**src/source/bkram_params.svh**
```systemverilog
// Backup RAM system parameters: memory size, sector size and header layout
`ifndef BKRAM_PARAMS_SVH
`define BKRAM_PARAMS_SVH

// ==========================================================================
// Backup memory geometry
// ==========================================================================

// 8 KB of battery-backed save RAM
`define BK_ADDR_BITS    13
// 512-byte sectors on the host side
`define SECTOR_BITS     9
`define LBA_BITS        (`BK_ADDR_BITS - `SECTOR_BITS)

// ==========================================================================
// Cartridge download layout
// ==========================================================================

`define CART_ADDR_BITS  25
// Size/type word and region word of the loader header
`define HDR_INFO_ADDR   0
`define HDR_REGION_ADDR 2

`endif

```
**src/source/bkram_pkg.sv**
```systemverilog
// Shared types of the backup RAM system: widths, memory requests, header info, FSM states
`include "bkram_params.svh"

package bkram_pkg;

	// Plain vectors with a meaning
	typedef logic [7:0]                   byte_t;
	typedef logic [15:0]                  word_t;
	typedef logic [`BK_ADDR_BITS-1:0]     bk_addr_t;
	typedef logic [`LBA_BITS-1:0]         lba_t;
	typedef logic [`CART_ADDR_BITS-1:0]   cart_addr_t;
	typedef logic [23:0]                  mask_t;

	// One memory client's request, held until granted
	typedef struct packed {
		logic     valid;
		bk_addr_t addr;
		logic     we;
		byte_t    wdata;
	} mem_req_t;

	// Parsed cartridge header
	typedef struct packed {
		byte_t rom_type;
		mask_t rom_mask;
		mask_t ram_mask;
		logic  region;
	} hdr_info_t;

	// Sector sequencer states
	typedef enum logic [1:0] {
		IDLE,
		REQ,
		XFER,
		NEXT
	} seq_state_t;

endpackage

```
**src/source/cart_loader.sv**
```systemverilog
// Cartridge loader: parses the ROM header and overwrites backup RAM during a download
`include "bkram_params.svh"

module cart_loader import bkram_pkg::*; (
	input  logic       clk_sys,
	input  logic       reset,
	input  logic       cart_download,
	input  logic       cart_wr,
	input  cart_addr_t cart_addr,
	input  word_t      cart_data,
	output hdr_info_t  hdr,
	output mem_req_t   clr_req,
	input  logic       clr_gnt
);

	// Largest mask the backup memory can hold
	localparam mask_t MEM_MASK = mask_t'((1 << `BK_ADDR_BITS) - 1);

	logic       dl_write;
	logic [3:0] rom_size;
	logic [3:0] ram_size;
	mask_t      rom_mask_nxt;
	mask_t      ram_mask_full;
	mask_t      ram_mask_nxt;
	logic       clr_valid;
	bk_addr_t   clr_addr;
	byte_t      clr_wdata;

	assign dl_write = cart_download & cart_wr;

	// ======================================================================
	// Header decode
	// ======================================================================

	always_comb begin
		// Zero size byte means no header info, fall back to 4 MB ROM and no RAM
		if (cart_data[7:0] == 8'h00) begin
			rom_size = 4'hC;
			ram_size = 4'h0;
		end else begin
			{ram_size, rom_size} = cart_data[7:0];
		end
		rom_mask_nxt  = (mask_t'(1024) << rom_size) - mask_t'(1);
		ram_mask_full = (mask_t'(1024) << ram_size) - mask_t'(1);
		if (ram_size == 4'h0)
			ram_mask_nxt = '0;
		else if (ram_mask_full > MEM_MASK)
			ram_mask_nxt = MEM_MASK;
		else
			ram_mask_nxt = ram_mask_full;
	end

	always_ff @(posedge clk_sys) begin
		if (!reset) begin
			hdr <= '0;
		end else if (dl_write) begin
			if (cart_addr == cart_addr_t'(`HDR_INFO_ADDR)) begin
				hdr.rom_type <= cart_data[15:8];
				hdr.rom_mask <= rom_mask_nxt;
				hdr.ram_mask <= ram_mask_nxt;
			end
			if (cart_addr == cart_addr_t'(`HDR_REGION_ADDR))
				hdr.region <= cart_data[8];
		end
	end

	// ======================================================================
	// Backup RAM overwrite
	// ======================================================================

	// Top priority client, so the request never waits more than one cycle
	always_ff @(posedge clk_sys) begin
		if (!reset)
			clr_valid <= 1'b0;
		else if (dl_write)
			clr_valid <= 1'b1;
		else if (clr_gnt)
			clr_valid <= 1'b0;
	end

	always_ff @(posedge clk_sys) begin
		if (dl_write) begin
			clr_addr  <= cart_addr[`BK_ADDR_BITS-1:0];
			clr_wdata <= cart_addr[7:0];
		end
	end

	assign clr_req = '{valid: clr_valid, addr: clr_addr, we: 1'b1, wdata: clr_wdata};

endmodule

```
**config.mk**
```make
export PLATFORM = sky130hd
export DESIGN_NAME = cart_loader
export DESIGN_NICKNAME = d
export VERILOG_FILES = /design/src/source/bkram_pkg.sv /design/src/source/cart_loader.sv
export VERILOG_INCLUDE_DIRS = /design/src /design/src/source
export SDC_FILE = /design/constraint.sdc
export NUM_CORES = 1
export LEC_CHECK = 0
export BUFFER_PORTS_ARGS = -buffer_cell sky130_fd_sc_hd__buf_4
export CORE_UTILIZATION = 40
export CTS_CLUSTER_SIZE = 8
export DETAILED_ROUTE_END_ITERATION = 16
export PLACE_DENSITY = 0.84
export SLEW_MARGIN = 20
export SYNTH_ARGS = -nofsm -noshare
export SYNTH_HDL_FRONTEND = slang
export SYNTH_SLANG_ARGS = --single-unit
```
**constraint.sdc**
```tcl
create_clock -name clk_sys -period 1.99 [get_ports clk_sys]
set_input_delay 0.0995 -clock clk_sys [delete_from_list [all_inputs] [get_ports clk_sys]]
set_output_delay 0.0995 -clock clk_sys [all_outputs]
set_load 0.02 [all_outputs]
```
==> flow_summary.ini <==
[drt]
drc = 0
dr.pass1.iters = 5
dr_total_vias = 2107
wl_per_cell_um = 14.7
post_drt_via_cell_ratio = 4.95
antenna_left = 0
totalWireLength_um = 6270
drtIter0Drc = 108

[finish]
utilization_pct = 62.1
multi_input_area_sq_um = 871
nFillCells = 473
drive_gt1_share_pct = 42.9
area.sequential_sq_um = 1190
nNetsFinal = 401
num_antenna_cells = 0
area_growth_pct = 47.7
stdcell_area_sq_um = 3480

[sta]
final.period_utilization_pct = 98.4
finClkSkew_ns = 0
hold_viol = 0
fmax_mhz = 511
finalMaxSlewViolations = 0
setup_viol = 0
setup_slack_ns = 0.0313
finalCriticalPeriod_ns = 1.96
fin_setup_tns_ns = 0
holdWs_ns = 0.0421

[synthesis]
synth_warnings = 0
synth.avg_cell_area_sq_um = 9.91
synth_edf_count = 13
ys_top_cells_by_count = dfxtp_1, nand2_1, buf_4, a21boi_0, edfxtp_1
synth-seq-cells = 53
synth_top_area_share_pct = 34.0
synthesis.area_sq_um = 2360
synth_most_common_cell = dfxtp_1
synth_nets = 286
ys_types = 42
synth_area_leaders = dfxtp_1, edfxtp_1, buf_4, nand2_1, a21boi_0
seq_area_frac_synth_pct = 50.5
async_reset_ff_share_pct = 0
synthFlopType = dfxtp_1
synth_area_leader_cell = dfxtp_1
netlist_instances = 238

[global_routing]
grt_pass1_vias = 1889
grt-ovfl-total = 0
antenna_found_initial = 0
grt_use_total_pct = 18.8
grt_pass1_wl_um = 8980
grt_max_degree = 40

[clocking]
cts_max_level = 2
insertion_delay_ns = 0.30
clkTransAtPathRegs_ns = 0.09
numCtsBuffers = 5
cts_root_buffer = clkbuf_8
clockBufferDepth = 2
numClockSinks = 53
cts_tree = built

[setup_path]
crit_fanout = 8
worstSetupStartpointType = input port
crit_arrival_ns = 2.16
worstReg2RegStart = hdr[34]$_SDFFE_PN0P_
end_kind = flop
rrSetupSlack_ns = 1.27
path_class = in2reg
crit_chain = dlygate4sd3_1 -> buf_4 -> or4_4 -> buf_6 -> nor3_4 -> buf_12 -> clkbuf_16 -> o211ai_1 -> o211a_1
cp_slowest_stage_delay_ns = 0.53
critical_path_required_ns = 2.19
cpMaxStageDelayCell = dlygate4sd3_1
crit_start = cart_addr[0]

[hold_path]
holdCritStartpoint = cart_data[15]
holdCritPathClass = in2reg

[die]
dieHeight_um = 78.8
die-area_sq_um = 6210
start_util_pct = 42.1
coreArea_sq_um = 5610
placement_rows = 27
die_x_um = 78.8
ios = 126

[status]
status = finished, final reports clean

[placement]
place_ws_ns = -0.148
io_buffer_count = 124
gp_congestion = 0.793
place_area_sq_um = 3170
dp_hpwl_um = 4120

[run]
drv_cap = 0

[power_and_ir_drop]
ir_drop_mv = 0.324
powerDensity_nw_per_um2 = 566
leakagePower_nw = 1.63
power by group:
| part | leakage (nW) | internal (W) | switching, W |
|---|---|---|---|
| registers | 0.444 | 0.00112 | 0.00000877 |
| clock network | 0.0450 | 0.000245 | 0.000330 |
| logic | 1.14 | 0.000135 | 0.000130 |
| total | 1.63 | 0.00150 | 0.000469 |
flip-flops by register name, summed over array words and instances (netlist names):
| name | count |
|---|---|
| hdr | 39 |
| clr_valid | 1 |
| clr_addr | 13 |
final timing paths:
kind	end	depth (start not counted)
min	hdr[56]$_SDFFE_PN0P_	3
min reg2reg	hdr[55]$_SDFFE_PN0P_	2
max reg2reg	hdr[34]$_SDFFE_PN0P_	1
max	hdr[41]$_SDFFE_PN0P_	9
through the flow:
step / instances / total power [W]
floorplan: 238 / 0.00128
global placement: 401 / 0.00139
detailed placement: 401 / 0.00140
CTS: 422 / 0.00199
global route: 426 / 0.00207
finish: 426 / 0.00197
critical path: cells and delay by family:
| kind | cells | cell delay (ns) |
|---|---|---|
| AOI/OAI and AO/OA | 2 | 0.22 |
| and+or+nand+nor | 2 | 0.73 |
| buffers and inverters | 5 | 1.10 |
final cells by class:
cell class / instances / share of cell area (%)
timing repair buffer: 151 / 35.5
sequential: 53 / 34.2
multi-input combinational: 139 / 25.0
tap: 72 / 2.59
clock buffer: 6 / 2.08
inverter: 3 / 0.323
clock inverter: 2 / 0.287
what timing repair did:
action | CTS | global route
hold buffers | 13 | 0
endpoints found under the setup margin | 0 | 19
resized for setup | 0 | 8
hold endpoints to repair | 13 | 0
buffers inserted | 0 | 1
logic make-up after synthesis:
group,Yosys count,synth area share (%)
AOI/OAI and AO/OA,47,14.6
xor gates and xnor gates,1,0.371
adders and majority gates,2,1.06
buffers and inverters,46,13.0
DFF,53,50.5
muxes,2,0.849
other,1,0.159
and+or+nand+nor,86,19.4
per-layer routing:
metal	vias up	track usage [%]	share of wire, %	wire length (um)
met2	106	35.5	51	3190
met1	956	20.1	39	2430
li1	1036	-	-	-
met4	0	6.30	1.4	85
met3	9	5.06	9.0	562
met5	-	0	0	0
placed cells by master (no fill, tap or decap), drive strengths merged, types with 2 or more instances in the layout:
cell type / instances
edfxtp: 13
o21a: 3
and3: 11
nand2b: 4
dlygate4sd3: 13
inv: 3
nor3: 6
nand3: 5
dfxtp: 40
a21boi: 16
clkinv: 2
o211a: 7
mux2i: 2
nand2: 33
o211ai: 4
nor2b: 2
ha: 2
nor4: 5
nor3b: 3
buf: 136
nand4: 2
clkbuf: 8
a21oi: 7
nor2: 8
o21ai: 6
or4: 3
(Power assumes the default switching activity.)
