## config.mk

```make
export PLATFORM = sky130hd
export DESIGN_NAME = bk_sector_seq
export DESIGN_NICKNAME = d
export VERILOG_FILES = /design/src/source/bkram_pkg.sv /design/src/source/bk_sector_seq.sv
export VERILOG_INCLUDE_DIRS = /design/src /design/src/source
export SDC_FILE = /design/constraint.sdc
export NUM_CORES = 1
export LEC_CHECK = 0
export ABC_CLOCK_PERIOD_IN_PS = 4300
export BUFFER_PORTS_ARGS = -buffer_cell sky130_fd_sc_hd__buf_2
export CORE_ASPECT_RATIO = 0.5
export CORE_MARGIN = 10
export CORE_UTILIZATION = 38
export CTS_CLUSTER_SIZE = 20
export DETAILED_ROUTE_END_ITERATION = 6
export PLACE_DENSITY = 0.92
export SETUP_SLACK_MARGIN = 0.5
export SYNTH_ARGS = -nofsm -noshare
export SYNTH_HDL_FRONTEND = slang
export SYNTH_SLANG_ARGS = --single-unit
```

## constraint.sdc

```tcl
create_clock -name clk_sys -period 4.3 [get_ports clk_sys]
set_input_delay 0.645 -clock clk_sys [delete_from_list [all_inputs] [get_ports clk_sys]]
set_output_delay 0.645 -clock clk_sys [all_outputs]
set_load 0.1 [all_outputs]
```

## src/source/bkram_params.svh

```systemverilog
// Backup RAM system parameters: memory size, sector size and header layout
`ifndef BKRAM_PARAMS_SVH
`define BKRAM_PARAMS_SVH

// ==========================================================================
// Backup memory geometry
// ==========================================================================

// 8 KB of battery-backed save RAM
`define BK_ADDR_BITS    13
// 512-byte sectors on the host side
`define SECTOR_BITS     9
`define LBA_BITS        (`BK_ADDR_BITS - `SECTOR_BITS)

// ==========================================================================
// Cartridge download layout
// ==========================================================================

`define CART_ADDR_BITS  25
// Size/type word and region word of the loader header
`define HDR_INFO_ADDR   0
`define HDR_REGION_ADDR 2

`endif

```

## src/source/bkram_pkg.sv

```systemverilog
// Shared types of the backup RAM system: widths, memory requests, header info, FSM states
`include "bkram_params.svh"

package bkram_pkg;

	// Plain vectors with a meaning
	typedef logic [7:0]                   byte_t;
	typedef logic [15:0]                  word_t;
	typedef logic [`BK_ADDR_BITS-1:0]     bk_addr_t;
	typedef logic [`LBA_BITS-1:0]         lba_t;
	typedef logic [`CART_ADDR_BITS-1:0]   cart_addr_t;
	typedef logic [23:0]                  mask_t;

	// One memory client's request, held until granted
	typedef struct packed {
		logic     valid;
		bk_addr_t addr;
		logic     we;
		byte_t    wdata;
	} mem_req_t;

	// Parsed cartridge header
	typedef struct packed {
		byte_t rom_type;
		mask_t rom_mask;
		mask_t ram_mask;
		logic  region;
	} hdr_info_t;

	// Sector sequencer states
	typedef enum logic [1:0] {
		IDLE,
		REQ,
		XFER,
		NEXT
	} seq_state_t;

endpackage

```

## src/source/bk_sector_seq.sv

```systemverilog
// Backup sector sequencer: enable, pending flag and sector save/load over the host handshake
`include "bkram_params.svh"

module bk_sector_seq import bkram_pkg::*; (
	input  logic                    clk_sys,
	input  logic                    reset,
	input  logic                    cart_download,
	input  logic                    img_mounted,
	input  logic                    img_readonly,
	input  logic                    img_size_nz,
	input  mask_t                   ram_mask,
	input  logic                    bk_load_cmd,
	input  logic                    bk_save_cmd,
	input  logic                    autosave,
	input  logic                    osd_open,
	input  mem_req_t                game_req,
	input  logic                    game_gnt,
	output logic                    bk_ena,
	output logic                    bk_pending,
	output logic                    bk_busy,
	output logic                    sd_req,
	output logic                    sd_dir,
	output lba_t                    sd_lba,
	input  logic                    sd_ack,
	input  logic [`SECTOR_BITS-1:0] buff_addr,
	input  logic                    buff_wr,
	input  logic                    buff_rd,
	input  byte_t                   buff_wdata,
	output mem_req_t                seq_req,
	input  logic                    seq_gnt,
	output logic                    buff_wait
);

	seq_state_t state;
	logic       old_download;
	logic       old_load;
	logic       old_save;
	logic       start_load;
	logic       start_any;
	lba_t       last_lba;

	// ======================================================================
	// Enable and pending flags
	// ======================================================================

	always_ff @(posedge clk_sys) begin
		if (!reset) begin
			old_download <= 1'b0;
			old_load     <= 1'b0;
			old_save     <= 1'b0;
			bk_ena       <= 1'b0;
			bk_pending   <= 1'b0;
		end else begin
			old_download <= cart_download;
			old_load     <= bk_load_cmd;
			old_save     <= bk_save_cmd;
			// Save image is mounted by the host before the download ends
			if (cart_download && img_mounted && !img_readonly)
				bk_ena <= |ram_mask;
			else if (cart_download && !old_download)
				bk_ena <= 1'b0;
			if (bk_ena && !osd_open && game_gnt && game_req.we)
				bk_pending <= 1'b1;
			else if (bk_busy)
				bk_pending <= 1'b0;
		end
	end

	// ======================================================================
	// Sector FSM
	// ======================================================================

	// Download end with an image behaves like a load command
	assign start_load = (bk_load_cmd & ~old_load) |
		(old_download & ~cart_download & img_size_nz);
	assign start_any  = bk_ena & (state == IDLE) & (start_load |
		(bk_save_cmd & ~old_save) | (autosave & bk_pending & osd_open));

	assign last_lba = (|ram_mask[23:`BK_ADDR_BITS]) ? '1 :
		ram_mask[`BK_ADDR_BITS-1:`SECTOR_BITS];

	always_ff @(posedge clk_sys) begin
		if (!reset) begin
			state  <= IDLE;
			sd_req <= 1'b0;
			sd_dir <= 1'b0;
			sd_lba <= '0;
		end else begin
			case (state)
				IDLE: if (start_any) begin
					sd_dir <= start_load;
					sd_lba <= '0;
					sd_req <= 1'b1;
					state  <= REQ;
				end
				REQ: if (sd_ack) begin
					sd_req <= 1'b0;
					state  <= XFER;
				end
				// Falling ack closes the sector
				XFER: if (!sd_ack) begin
					if (sd_lba >= last_lba) begin
						state <= IDLE;
					end else begin
						sd_lba <= sd_lba + 1'b1;
						state  <= NEXT;
					end
				end
				NEXT: begin
					sd_req <= 1'b1;
					state  <= REQ;
				end
				default: state <= IDLE;
			endcase
		end
	end

	assign bk_busy = (state != IDLE);

	// Host buffer port mapped onto the current sector
	assign seq_req.valid = sd_ack & bk_busy & (buff_wr | buff_rd);
	assign seq_req.addr  = {sd_lba, buff_addr};
	assign seq_req.we    = buff_wr;
	assign seq_req.wdata = buff_wdata;
	assign buff_wait     = seq_req.valid & ~seq_gnt;

endmodule

```

==> results of run 1 <==
## report_power, final
group / internal [W] / switching [W] / total, W
clock network: 0.0000656 / 0.0000463 / 0.000112
registers: 0.000125 / 0.00000307 / 0.000128
logic: 0.0000308 / 0.0000627 / 0.0000935
## state kept, by name, summed over array words and instances (netlist names)
name          flops
old_load          1
old_download      1
sd_req            1
bk_ena            1
bk_pending        1
old_save          1
sd_lba            4
state             2
sd_dir            1
## placed cells by master (no fill, tap or decap), drive strengths merged, types with 2 or more instances in the layout
cell,n
nand2b,3
dfxtp,13
o21ai,4
buf,55
nor4,5
nand3b,2
nand2,11
a21boi,3
a21oi,4
mux2i,2
nand3,3
ha,9
inv,7
a31oi,2
clkbuf,4
nor2b,2
a21o,2
nor2,9
and2,4
nor3,2
## worst register-to-register path, stage by stage, from the launching register on
cell and delay, ns:
dfxtp_1 0.40, inv_1 0.10, ha_1 0.31, nor2b_1 0.11, o21ai_1 0.14, o31ai_2 0.35, nand2_1 0.15, a22o_1 0.21
## through the flow
step	instance area [um2]	total power, W	setup slack (ns)	util
after floorplan	1060	0.000268	0.585	-
after global placement	1220	0.000221	1.56	0.462
after detailed placement	1220	0.000224	1.44	0.462
after CTS	1260	0.000338	1.69	0.479
after global routing	1260	0.000348	1.48	0.479
final	1260	0.000334	1.68	0.479
## cell type report
class | instances | area (um2)
multi-input cells | 83 | 609
fillers | 238 | 1370
well taps | 37 | 46.3
clock buffers | 4 | 45.0
flip-flops and latches | 13 | 260
inverters | 7 | 26.3
repair buffers | 55 | 275
## metal layers
metal / vias to the layer above / global-route usage
met4: 0 / 0.0466
met2: 29 / 0.225
li1: 497 / -
met1: 453 / 0.0964
met3: 9 / 0.0378
met5: - / 0
## Yosys cell counts (all sizes together), types with 2 or more instances
| cell type | n |
|---|---|
| mux2i | 2 |
| nand2b | 3 |
| o21ai | 4 |
| nor2 | 9 |
| a21o | 2 |
| and2 | 4 |
| ha | 9 |
| a21oi | 4 |
| inv | 7 |
| dfxtp | 13 |
| nor3 | 2 |
| a21boi | 3 |
| nand3 | 3 |
| nor2b | 2 |
| buf | 22 |
| nor4 | 5 |
| nand2 | 11 |
| a31oi | 2 |
| nand3b | 2 |
## worst max path at each step
stage / endpoint / startpoint / cells after the start / slack (ns)
global placement: sd_lba[0] / ram_mask[15] / 10 / 1.56
detailed placement: sd_lba[0] / ram_mask[15] / 10 / 1.44
CTS: sd_lba[0] / ram_mask[14] / 10 / 1.69
global route: sd_lba[0] / ram_mask[15] / 10 / 1.48
finish: sd_lba[0] / ram_mask[14] / 10 / 1.68
floorplan: buff_wait / state[0] / 5 / 0.59
## cells by family after synthesis
family	Yosys count
AO/OA/AOI/OAI	24
adder cells (fa/ha/maj)	9
buffers and inverters	30
flip-flops	13
multiplexers	3
AND/OR/NAND/NOR	47
==> impl_results.md, run 1 <==
- Worst Path Arrival: 2.76 ns
- Htree depth: 1
- Buffers on Ports: 55
- Critical Path Start Type: primary input
- Reg-to-reg endpoint: sd_lba[0]
- DPL Wire Length: 2520 um
- Post-CTS sizing: 0
- Cell Pwr Density: 264 nW/um2
- Crit-path leading delay family: simple AND/OR/NAND/NOR gates
- CP Class: primary input to register
- Layout cell share with drive strength beyond 1: 0.432
- Hold depth: 2
- Maximum clock path buffer count: 2
- Mapped Area: 1060 um2
- Ys async rst share: 0
- Final ANT Viol Nets: 0
- Slew Limit Fails: 0
- Initial core utilization: 0.403
- Synthesized instance count: 126
- Status: finished clean
- Final Skew: 0.00165 ns
- Row count: 13
- Clock Latency Late Sink: 0.25 ns
- Cell count of the worst reg-to-reg path: 7
- Measured slew at the worst slew-check pin: 0.494 ns
- Mux share of post-synthesis cell area: 0.0294
- Share of the synthesized area in the top cell type: 0.245
- TritonCTS Buffers: 3
- Unrepaired setup endpoints after global routing: no
- Synth warnings: 0
- Met1 WL: 1080 um
- DIE WIDTH: 94.8 um
- Synth-to-Final Area Change: 18.8%
- Mean Syn Cell Area: 8.43 um2
- Crit path capture type: register
- Relative slew slack: 0.673
- Sum Neg Setup Slack: 0 ns
- Max Fanout on Critical Path: 4
- Vias per Instance: 4.96
- Nets: 251
- Final Setup Violations: 0
- Post-Layout Cell Count: 199
- Total GRT Usage: 0.111
- Final WL: 3030 um
- Final min period: 2.62 ns
- First-pass GRT wire length: 4860 um
- CP bufs+invs: 1
- DR top layer: met4
- Hold Crit Endpoint: bk_pending
- Synthesized flop and latch total: 13
- Post-synth top flop: dfxtp_1
- Clk pin slew, worst setup/hold paths: 0.06 ns
- Req. time, crit path: 4.44 ns
- Initial DRT Pass Iterations: 4
- Synth Area in XOR/XNOR: 0
- Maximum vdd ir drop: 0.124 mV
- Synth Area in Compound Gates: 0.184
- Met3 wire len: 238 um
- Simple-gate area share of the yosys netlist: 0.252
- Hold slack final: 0.485 ns
- Final hold violation count: 0
- EDFF count, synth: 0
- Core ar.: 2640 um2
- CTS Hold Bufs: 0
- Die area: 5440 um2
- Hold crit path type: register to register
- DRC viols: 0
- LEAKAGE: 0.629 nW
- Crit-path slowest cell: o31ai_2
- Final Cycle Share: 0.609
- Dpl cells: 195
- CP Cell Sequence: buf_2, nor4_1, nand3_1, or2_1, ha_1, nor2b_1, o21ai_1, o31ai_2, nand2_1, a22o_1
- Max_cap viols: 0
- Die height: 57.4 um
- Cells taking the most area after synthesis: dfxtp_1, buf_4, ha_1
- Largest net degree at the start of global routing: 18
- Synth cell types: 40
- # diodes: 0
- Drt wl/cell: 15.2 um
- I/O pin total: 112
- CTS tree: done
- Largest family of logic cells by synthesized area: simple AND/OR/NAND/NOR gates
- FMAX: 382 MHz
- R2R Path Start: sd_lba[0]
- Vias in the first global route: 1,051
- Met2 Wirelength: 1650 um
- Syn nets: 214
- Post-Synth Adder-Cell Area: 0.106
- Antenna violations before repair: 0
- Reg2reg setup slack: 2.43 ns
- Initial DRC count: 44
- Cell accounting for the most synthesized area: dfxtp_1
- Setup Buffers After CTS: 0
- CTS root buffer: clkbuf_8
- Via Count: 988
- Hold_sp: bk_pending
- Final Wtd Congestion: 0.783
- CTS sink count: 13
- Register area share after synthesis: 0.245
- Grt ovf: 0
- Slowest cell delay on critical path: 0.35 ns
(Power assumes the default switching activity.)
==> run 2: changes to the inputs <==
Settings changed: ABC_CLOCK_PERIOD_IN_PS 4300 to 2100, CORE_UTILIZATION 38 to 31, PLACE_DENSITY 0.92 to 0.82.
Clock period 4.3 ns to 2.1 ns, I/O delays scaled along.
==> run 2 against run 1 <==
  * Via count grew 11%
  * Sequential power grew 110%
  * Core utilization grew 2.8 points
  * Worst hold slack lost 0.20 ns
  * Total power grew 120%
  * Cell count grew 6.0%
  * Clock power grew 110%
  * Global-route usage shrank 0.99 points
  * Largest power group unchanged
  * Die area grew 16%
  * Critical path depth grew 1
  * Clock-buffer cell count is the same
  * Non-clock buffer count grew 9
==> impl_results.md, run 2 (synthesis gave the netlist of run 1 again) <==
- Initial core utilization: 0.339
- Die height: 61.4 um
- Biggest register: sd_lba
- Measured slew at the worst slew-check pin: 0.498 ns
- Commonest cells after routing, fill and taps aside: buf_2, nand2_1
- Clock Latency Late Sink: 0.25 ns
- Final ANT Viol Nets: 0
- Final hold violation count: 0
- Relative slew slack: 0.671
- Drt wl/cell: 18.5 um
- Final Setup Violations: 0
- Final Wtd Congestion: 0.796
- Crit path capture type: register
- Die area: 6310 um2
- Final worst slack: 0.0526 ns
- First-pass GRT wire length: 4940 um
- Core ar.: 3140 um2
- Most common cell after layout, fill and taps aside: buf_2
- Clk pin slew, worst setup/hold paths: 0.06 ns
- Nets: 260
- Largest net degree at the start of global routing: 18
- Critical Path Start Type: primary input
- LEAKAGE: 0.710 nW
- CTS tree: done
- Initial DRT Pass Iterations: 4
- Antenna violations before repair: 0
- Reg-to-reg endpoint: state[0]
- Worst Path Arrival: 2.19 ns
- Reg2reg setup slack: 0.24 ns
- Initial DRC count: 40
- Htree depth: 1
- Max reg flops: 4
- Layout cell share with drive strength beyond 1: 0.626
- Grt ovf: 0
- Vias per Instance: 5.21
- Placed inst area: 1300 um2
- Slowest cell delay on critical path: 0.31 ns
- Req. time, crit path: 2.24 ns
- FMAX: 488 MHz
- Vias in the first global route: 1,103
- CTS sink count: 13
- Synth-to-Final Area Change: 49.6%
- Maximum clock path buffer count: 2
- Hold crit path type: primary input to register
- Max_cap viols: 0
- Final Skew: 0.00159 ns
- Total GRT Usage: 0.101
- Hold_sp: bk_save_cmd
- Max Fanout on Critical Path: 3
- Maximum vdd ir drop: 0.186 mV
- CP Class: primary input to register
- Pre-CTS WS: -0.326 ns
- Row count: 14
- Cell count of the worst reg-to-reg path: 6
- Final instance area: 1590 um2
- Final min period: 2.05 ns
- Leading registers by flop count: sd_lba (4), state (2)
- Unrepaired setup endpoints after global routing: yes
- Status: finished clean
- DIE WIDTH: 103 um
- Crit-path slowest cell: ha_1
- Hold slack final: 0.289 ns
- I/O pin total: 112
- Hold Crit Endpoint: old_save
- Slew Limit Fails: 0
- Cell Pwr Density: 464 nW/um2
- R2R Path Start: state[0]
- # diodes: 0
- Final Cycle Share: 0.975
- Via Count: 1,100
- DPL Wire Length: 2490 um
- Buffers on Ports: 55
- CP Cell Sequence: buf_6, nor4_4, nand3_2, buf_4, nor2_1, ha_1, nor3_2, mux2i_1, o31ai_4, a31oi_1, a31o_1
- DRC viols: 0
- TritonCTS Buffers: 3
- Final WL: 3900 um
- Hold depth: 2
- CTS root buffer: clkbuf_8
[run 2: cell types whose count changed in the layout (fill, tap and decap cells not counted), moves of 3 or more]
cell	previous run	this run
buf_2	55	46
buf_4	0	8
buf_6	0	8
dfxtp_1	13	5
dfxtp_2	0	8
ha_1	9	6
ha_4	0	3
inv_1	7	4
[run 2: routing by layer]
metal / GRT usage / up-vias / wire [um]
met2: 0.216 / 43 / 2210
met3: 0.0201 / 31 / 223
met1: 0.0841 / 513 / 1180
met5: 0 / - / 0
met4: 0.0688 / 0 / 282
li1: - / 513 / -
[run 2: critical path: cells and delay by family]
kind	cells	cell delay, ns
simple gates	4	0.74
compound gates	3	0.42
fa+ha+maj	1	0.31
buf+inv	2	0.27
mux	1	0.13
[run 2: worst max path at each step]
stage	startpoint	endpoint	slack, ns	cells after the start
6_report	ram_mask[15]	sd_lba[2]	0.05	11
5_1_grt	ram_mask[15]	sd_lba[3]	-0.07	11
3_5_place_dp	ram_mask[15]	sd_lba[0]	-0.33	10
3_3_place_gp	ram_mask[15]	sd_lba[0]	-0.29	10
4_1_cts	ram_mask[23]	sd_lba[0]	0.03	10
2_1_floorplan	state[1]	buff_wait	-0.15	5
[run 2: metrics by stage]
step	util	TNS [ns]	power [W]	std cells
CTS	0.460	0	0.000727	208
global route	0.507	-0.223	0.000769	211
finish	0.507	0	0.000738	211
global placement	0.413	-1.05	0.000470	200
detailed placement	0.413	-1.32	0.000474	200
floorplan	-	-0.153	0.000561	126
[run 2: cell type report]
class | count | area [um2]
flip-flops and latches | 13 | 270
clock buffers | 4 | 45.0
well taps | 40 | 50.0
repair buffers | 64 | 420
inverters | 7 | 32.5
fillers | 248 | 1550
multi-input cells | 83 | 771
[run 2: where the power goes]
group | leakage, nW | internal [W] | switching, W | total, W
Combinational | 0.577 | 0.0000891 | 0.000150 | 0.000239
Clock | 0.0228 | 0.000135 | 0.0000998 | 0.000234
Sequential | 0.110 | 0.000257 | 0.00000755 | 0.000265
Total | 0.710 | 0.000481 | 0.000257 | 0.000738
[run 2: repair_timing]
item / CTS / global route
resized for setup: 16 / 23
hold buffers: 0 / 0
setup endpoints to repair: 9 / 9
pin swaps: 10 / 14
buffers inserted: 4 / 3
==> run 3: changes to the inputs <==
Settings changed: ABC_AREA set to 1, CAP_MARGIN set to 20, PLACE_DENSITY 0.82 to not set, PLACE_DENSITY_LB_ADDON set to 0.3.
==> run 3 against run 2 <==
  * Highest routed layer unchanged
  * Critical path type unchanged
  * Largest power group is now combinational cells
  * Via count is 3.5% lower
  * Critical endpoint is now sd_lba[0]
  * Setup slack better by 0.094 ns
  * Combinational power grew to 4.7 times the previous value
  * Sequential power is 26% higher
  * Clock-buffer cell count is 1 lower
  * Clock power is 2% lower
==> impl_results.md, run 3 <==
- Clock Latency Late Sink: 0.25 ns
- Htree depth: 1
- Vias in the first global route: 965
- Sum Neg Setup Slack: 0 ns
- Vias per Instance: 4.48
- Final ANT Viol Nets: 0
- CP bufs+invs: 2
- Crit-path leading delay family: simple AND/OR/NAND/NOR gates
- Maximum clock path buffer count: 2
- Mapped Area: 1060 um2
- Unrepaired setup endpoints after global routing: yes
- Die area: 6280 um2
- Most frequent cells after synthesis: nand2_1, buf_4, inv_1
- Slowest cell delay on critical path: 0.26 ns
- Cell accounting for the most synthesized area: dfxtp_1
- Cells taking the most area after synthesis: dfxtp_1, buf_4, nand2_1
- TritonCTS Buffers: 3
- Crit-path slowest cell: or2_4
- Drt wl/cell: 12.3 um
- # diodes: 0
- Final Skew: 0.00107 ns
- Post-synth top flop: dfxtp_1
- Cell with the most instances on the worst path: nand2_1
- Mean Syn Cell Area: 6.77 um2
- Gate power share: 0.668
- Share of the synthesized area in the top cell type: 0.246
- CTS root buffer: clkbuf_8
- Hold crit path type: primary input to register
- EDFF count, synth: 0
- CTS Hold Bufs: 0
- Most common cell in the netlist: nand2_1
- Max_cap viols: 0
- Final worst slack: 0.147 ns
- Maximum vdd ir drop: 0.337 mV
- Final Wtd Congestion: 0.797
- Initial DRC count: 21
- Final Util: 0.459
- Initial DRT Pass Iterations: 4
- Row count: 14
- Seq pwr share: 0.197
- CP Cell Sequence: buf_2, nor4_2, and2_1, nand2_2, or2_4, ha_4, nand2_1, inv_1, nand2_1, nand4_1, nand2_2, nand3_4, nand2_1, nand2_1, nor2_1
- DPL Wire Length: 2390 um
- First-pass GRT wire length: 4370 um
- Critical Path Start Type: primary input
- Ys async rst share: 0
- Status: finished clean
- CTS tree: done
- Clk pin slew, worst setup/hold paths: 0.06 ns
- Measured slew at the worst slew-check pin: 0.496 ns
- Pwr Total: 0.00170 W
- I/O pin total: 112
- Syn nets: 244
- Final Setup Violations: 0
- Most common cell after layout, fill and taps aside: buf_2
- CTS sink count: 13
- Cell Pwr Density: 1180 nW/um2
- Final Cycle Share: 0.930
- Initial core utilization: 0.337
- Antenna violations before repair: 0
- Slew Limit Fails: 0
- Final hold violation count: 0
- Total GRT Usage: 0.0875
- Die height: 61.3 um
- CP Class: primary input to register
- Max Fanout on Critical Path: 6
- Clock Power Share: 0.135
- DIE WIDTH: 103 um
- Via Count: 1,061
- Leading registers by flop count: sd_lba (4), state (2)
- Synthesized instance count: 156
- Crit path capture type: register
- Req. time, crit path: 2.29 ns
- Dpl cells: 230
- Buffers on Ports: 55
- Commonest cells after routing, fill and taps aside: buf_2, nand2_1, inv_1
- Core ar.: 3140 um2
- Switching share of power: 0.557
- Synth cell types: 21
- P_int: 0.000753 W
- Worst Path Arrival: 2.14 ns
- Nets: 286
- DRC viols: 0
- Biggest register: sd_lba
- Final min period: 1.95 ns
- Synth-to-Final Area Change: 36.1%
- Pre-CTS WS: -0.146 ns
- Largest net degree at the start of global routing: 10
- Switch Pwr: 0.000946 W
- # fillers: 323
- Final WL: 2920 um
- FMAX: 512 MHz
- Max reg flops: 4
- Synthesized flop and latch total: 13
- Synth warnings: 0
- Register area share after synthesis: 0.246
- Layout cell share with drive strength beyond 1: 0.482
- LEAKAGE: 0.757 nW
- Grt ovf: 0
- Relative slew slack: 0.672
- Post-Layout Cell Count: 237
## run 3: cell types whose count changed after synthesis, moves of 3 or more
cell and delta:
nand2b_1 -3, nor2_1 +5, nand4_1 +4, a21oi_1 +7, nand2_1 +24, inv_1 +14, a21boi_0 -3, nand3_1 +3
## run 3: cell families after synthesis
family,after synthesis,share of synthesized area
AOI/OAI and AO/OA,15,0.0770
DFF,13,0.246
xor gates and xnor gates,1,0.00830
buffers and inverters,45,0.242
adders and majority gates,9,0.107
and+or+nand+nor,73,0.320
## run 3: power groups by stage
stage / sequential [W] / combinational (W) / clock (W)
floorplan: 0.000505 / 0.000870 / 0
global placement: 0.000339 / 0.00104 / 0
detailed placement: 0.000342 / 0.00106 / 0
CTS: 0.000336 / 0.00111 / 0.000238
global route: 0.000343 / 0.00122 / 0.000247
finish: 0.000335 / 0.00113 / 0.000230
## run 3: final cells by class
class / count / area [um2] / area share
Tap cell: 40 / 50.0 / 0.0348
Sequential cell: 13 / 270 / 0.188
Inverter: 22 / 82.6 / 0.0574
Clock buffer: 3 / 41.3 / 0.0287
Clock inverter: 1 / 5.00 / 0.00348
Multi-Input combinational cell: 98 / 639 / 0.445
Timing Repair Buffer: 60 / 349 / 0.243
## run 3: layer usage
layer  vias up  wire [um]  track usage  share of wire
met1       468       1150       0.0923           0.39
li1        558          -            -              -
met3         6        216       0.0302          0.074
met5         -          0            0              0
met2        29       1530        0.162           0.52
met4         0         24       0.0319         0.0082
## run 3: worst paths after layout
path                     start         to  slack [ns]  depth (start not counted)
setup reg to reg     sd_lba[1]  sd_lba[0]        0.60                         10
setup / recovery  ram_mask[17]  sd_lba[0]        0.15                         15
hold / removal     bk_save_cmd   old_save        0.26                          3
hold reg to reg         sd_req     sd_req        0.46                          2
## run 3: stage by stage
step	hold WS, ns	cell area [um2]
after floorplan	0.408	1130
after global placement	0.445	1300
after detailed placement	0.454	1300
after CTS	0.255	1390
after global routing	0.260	1440
final	0.259	1440
## run 3: what timing repair did
item                                    4_1_cts  5_1_grt
endpoints found under the setup margin        9        9
pin swaps                                     9        5
setup buffers                                 2        1
gates resized for setup                       8       10
## run 3: worst min-delay path: stages
cell and delay [ns]:
buf_2 0.09, nand2_1 0.04, inv_1 0.04
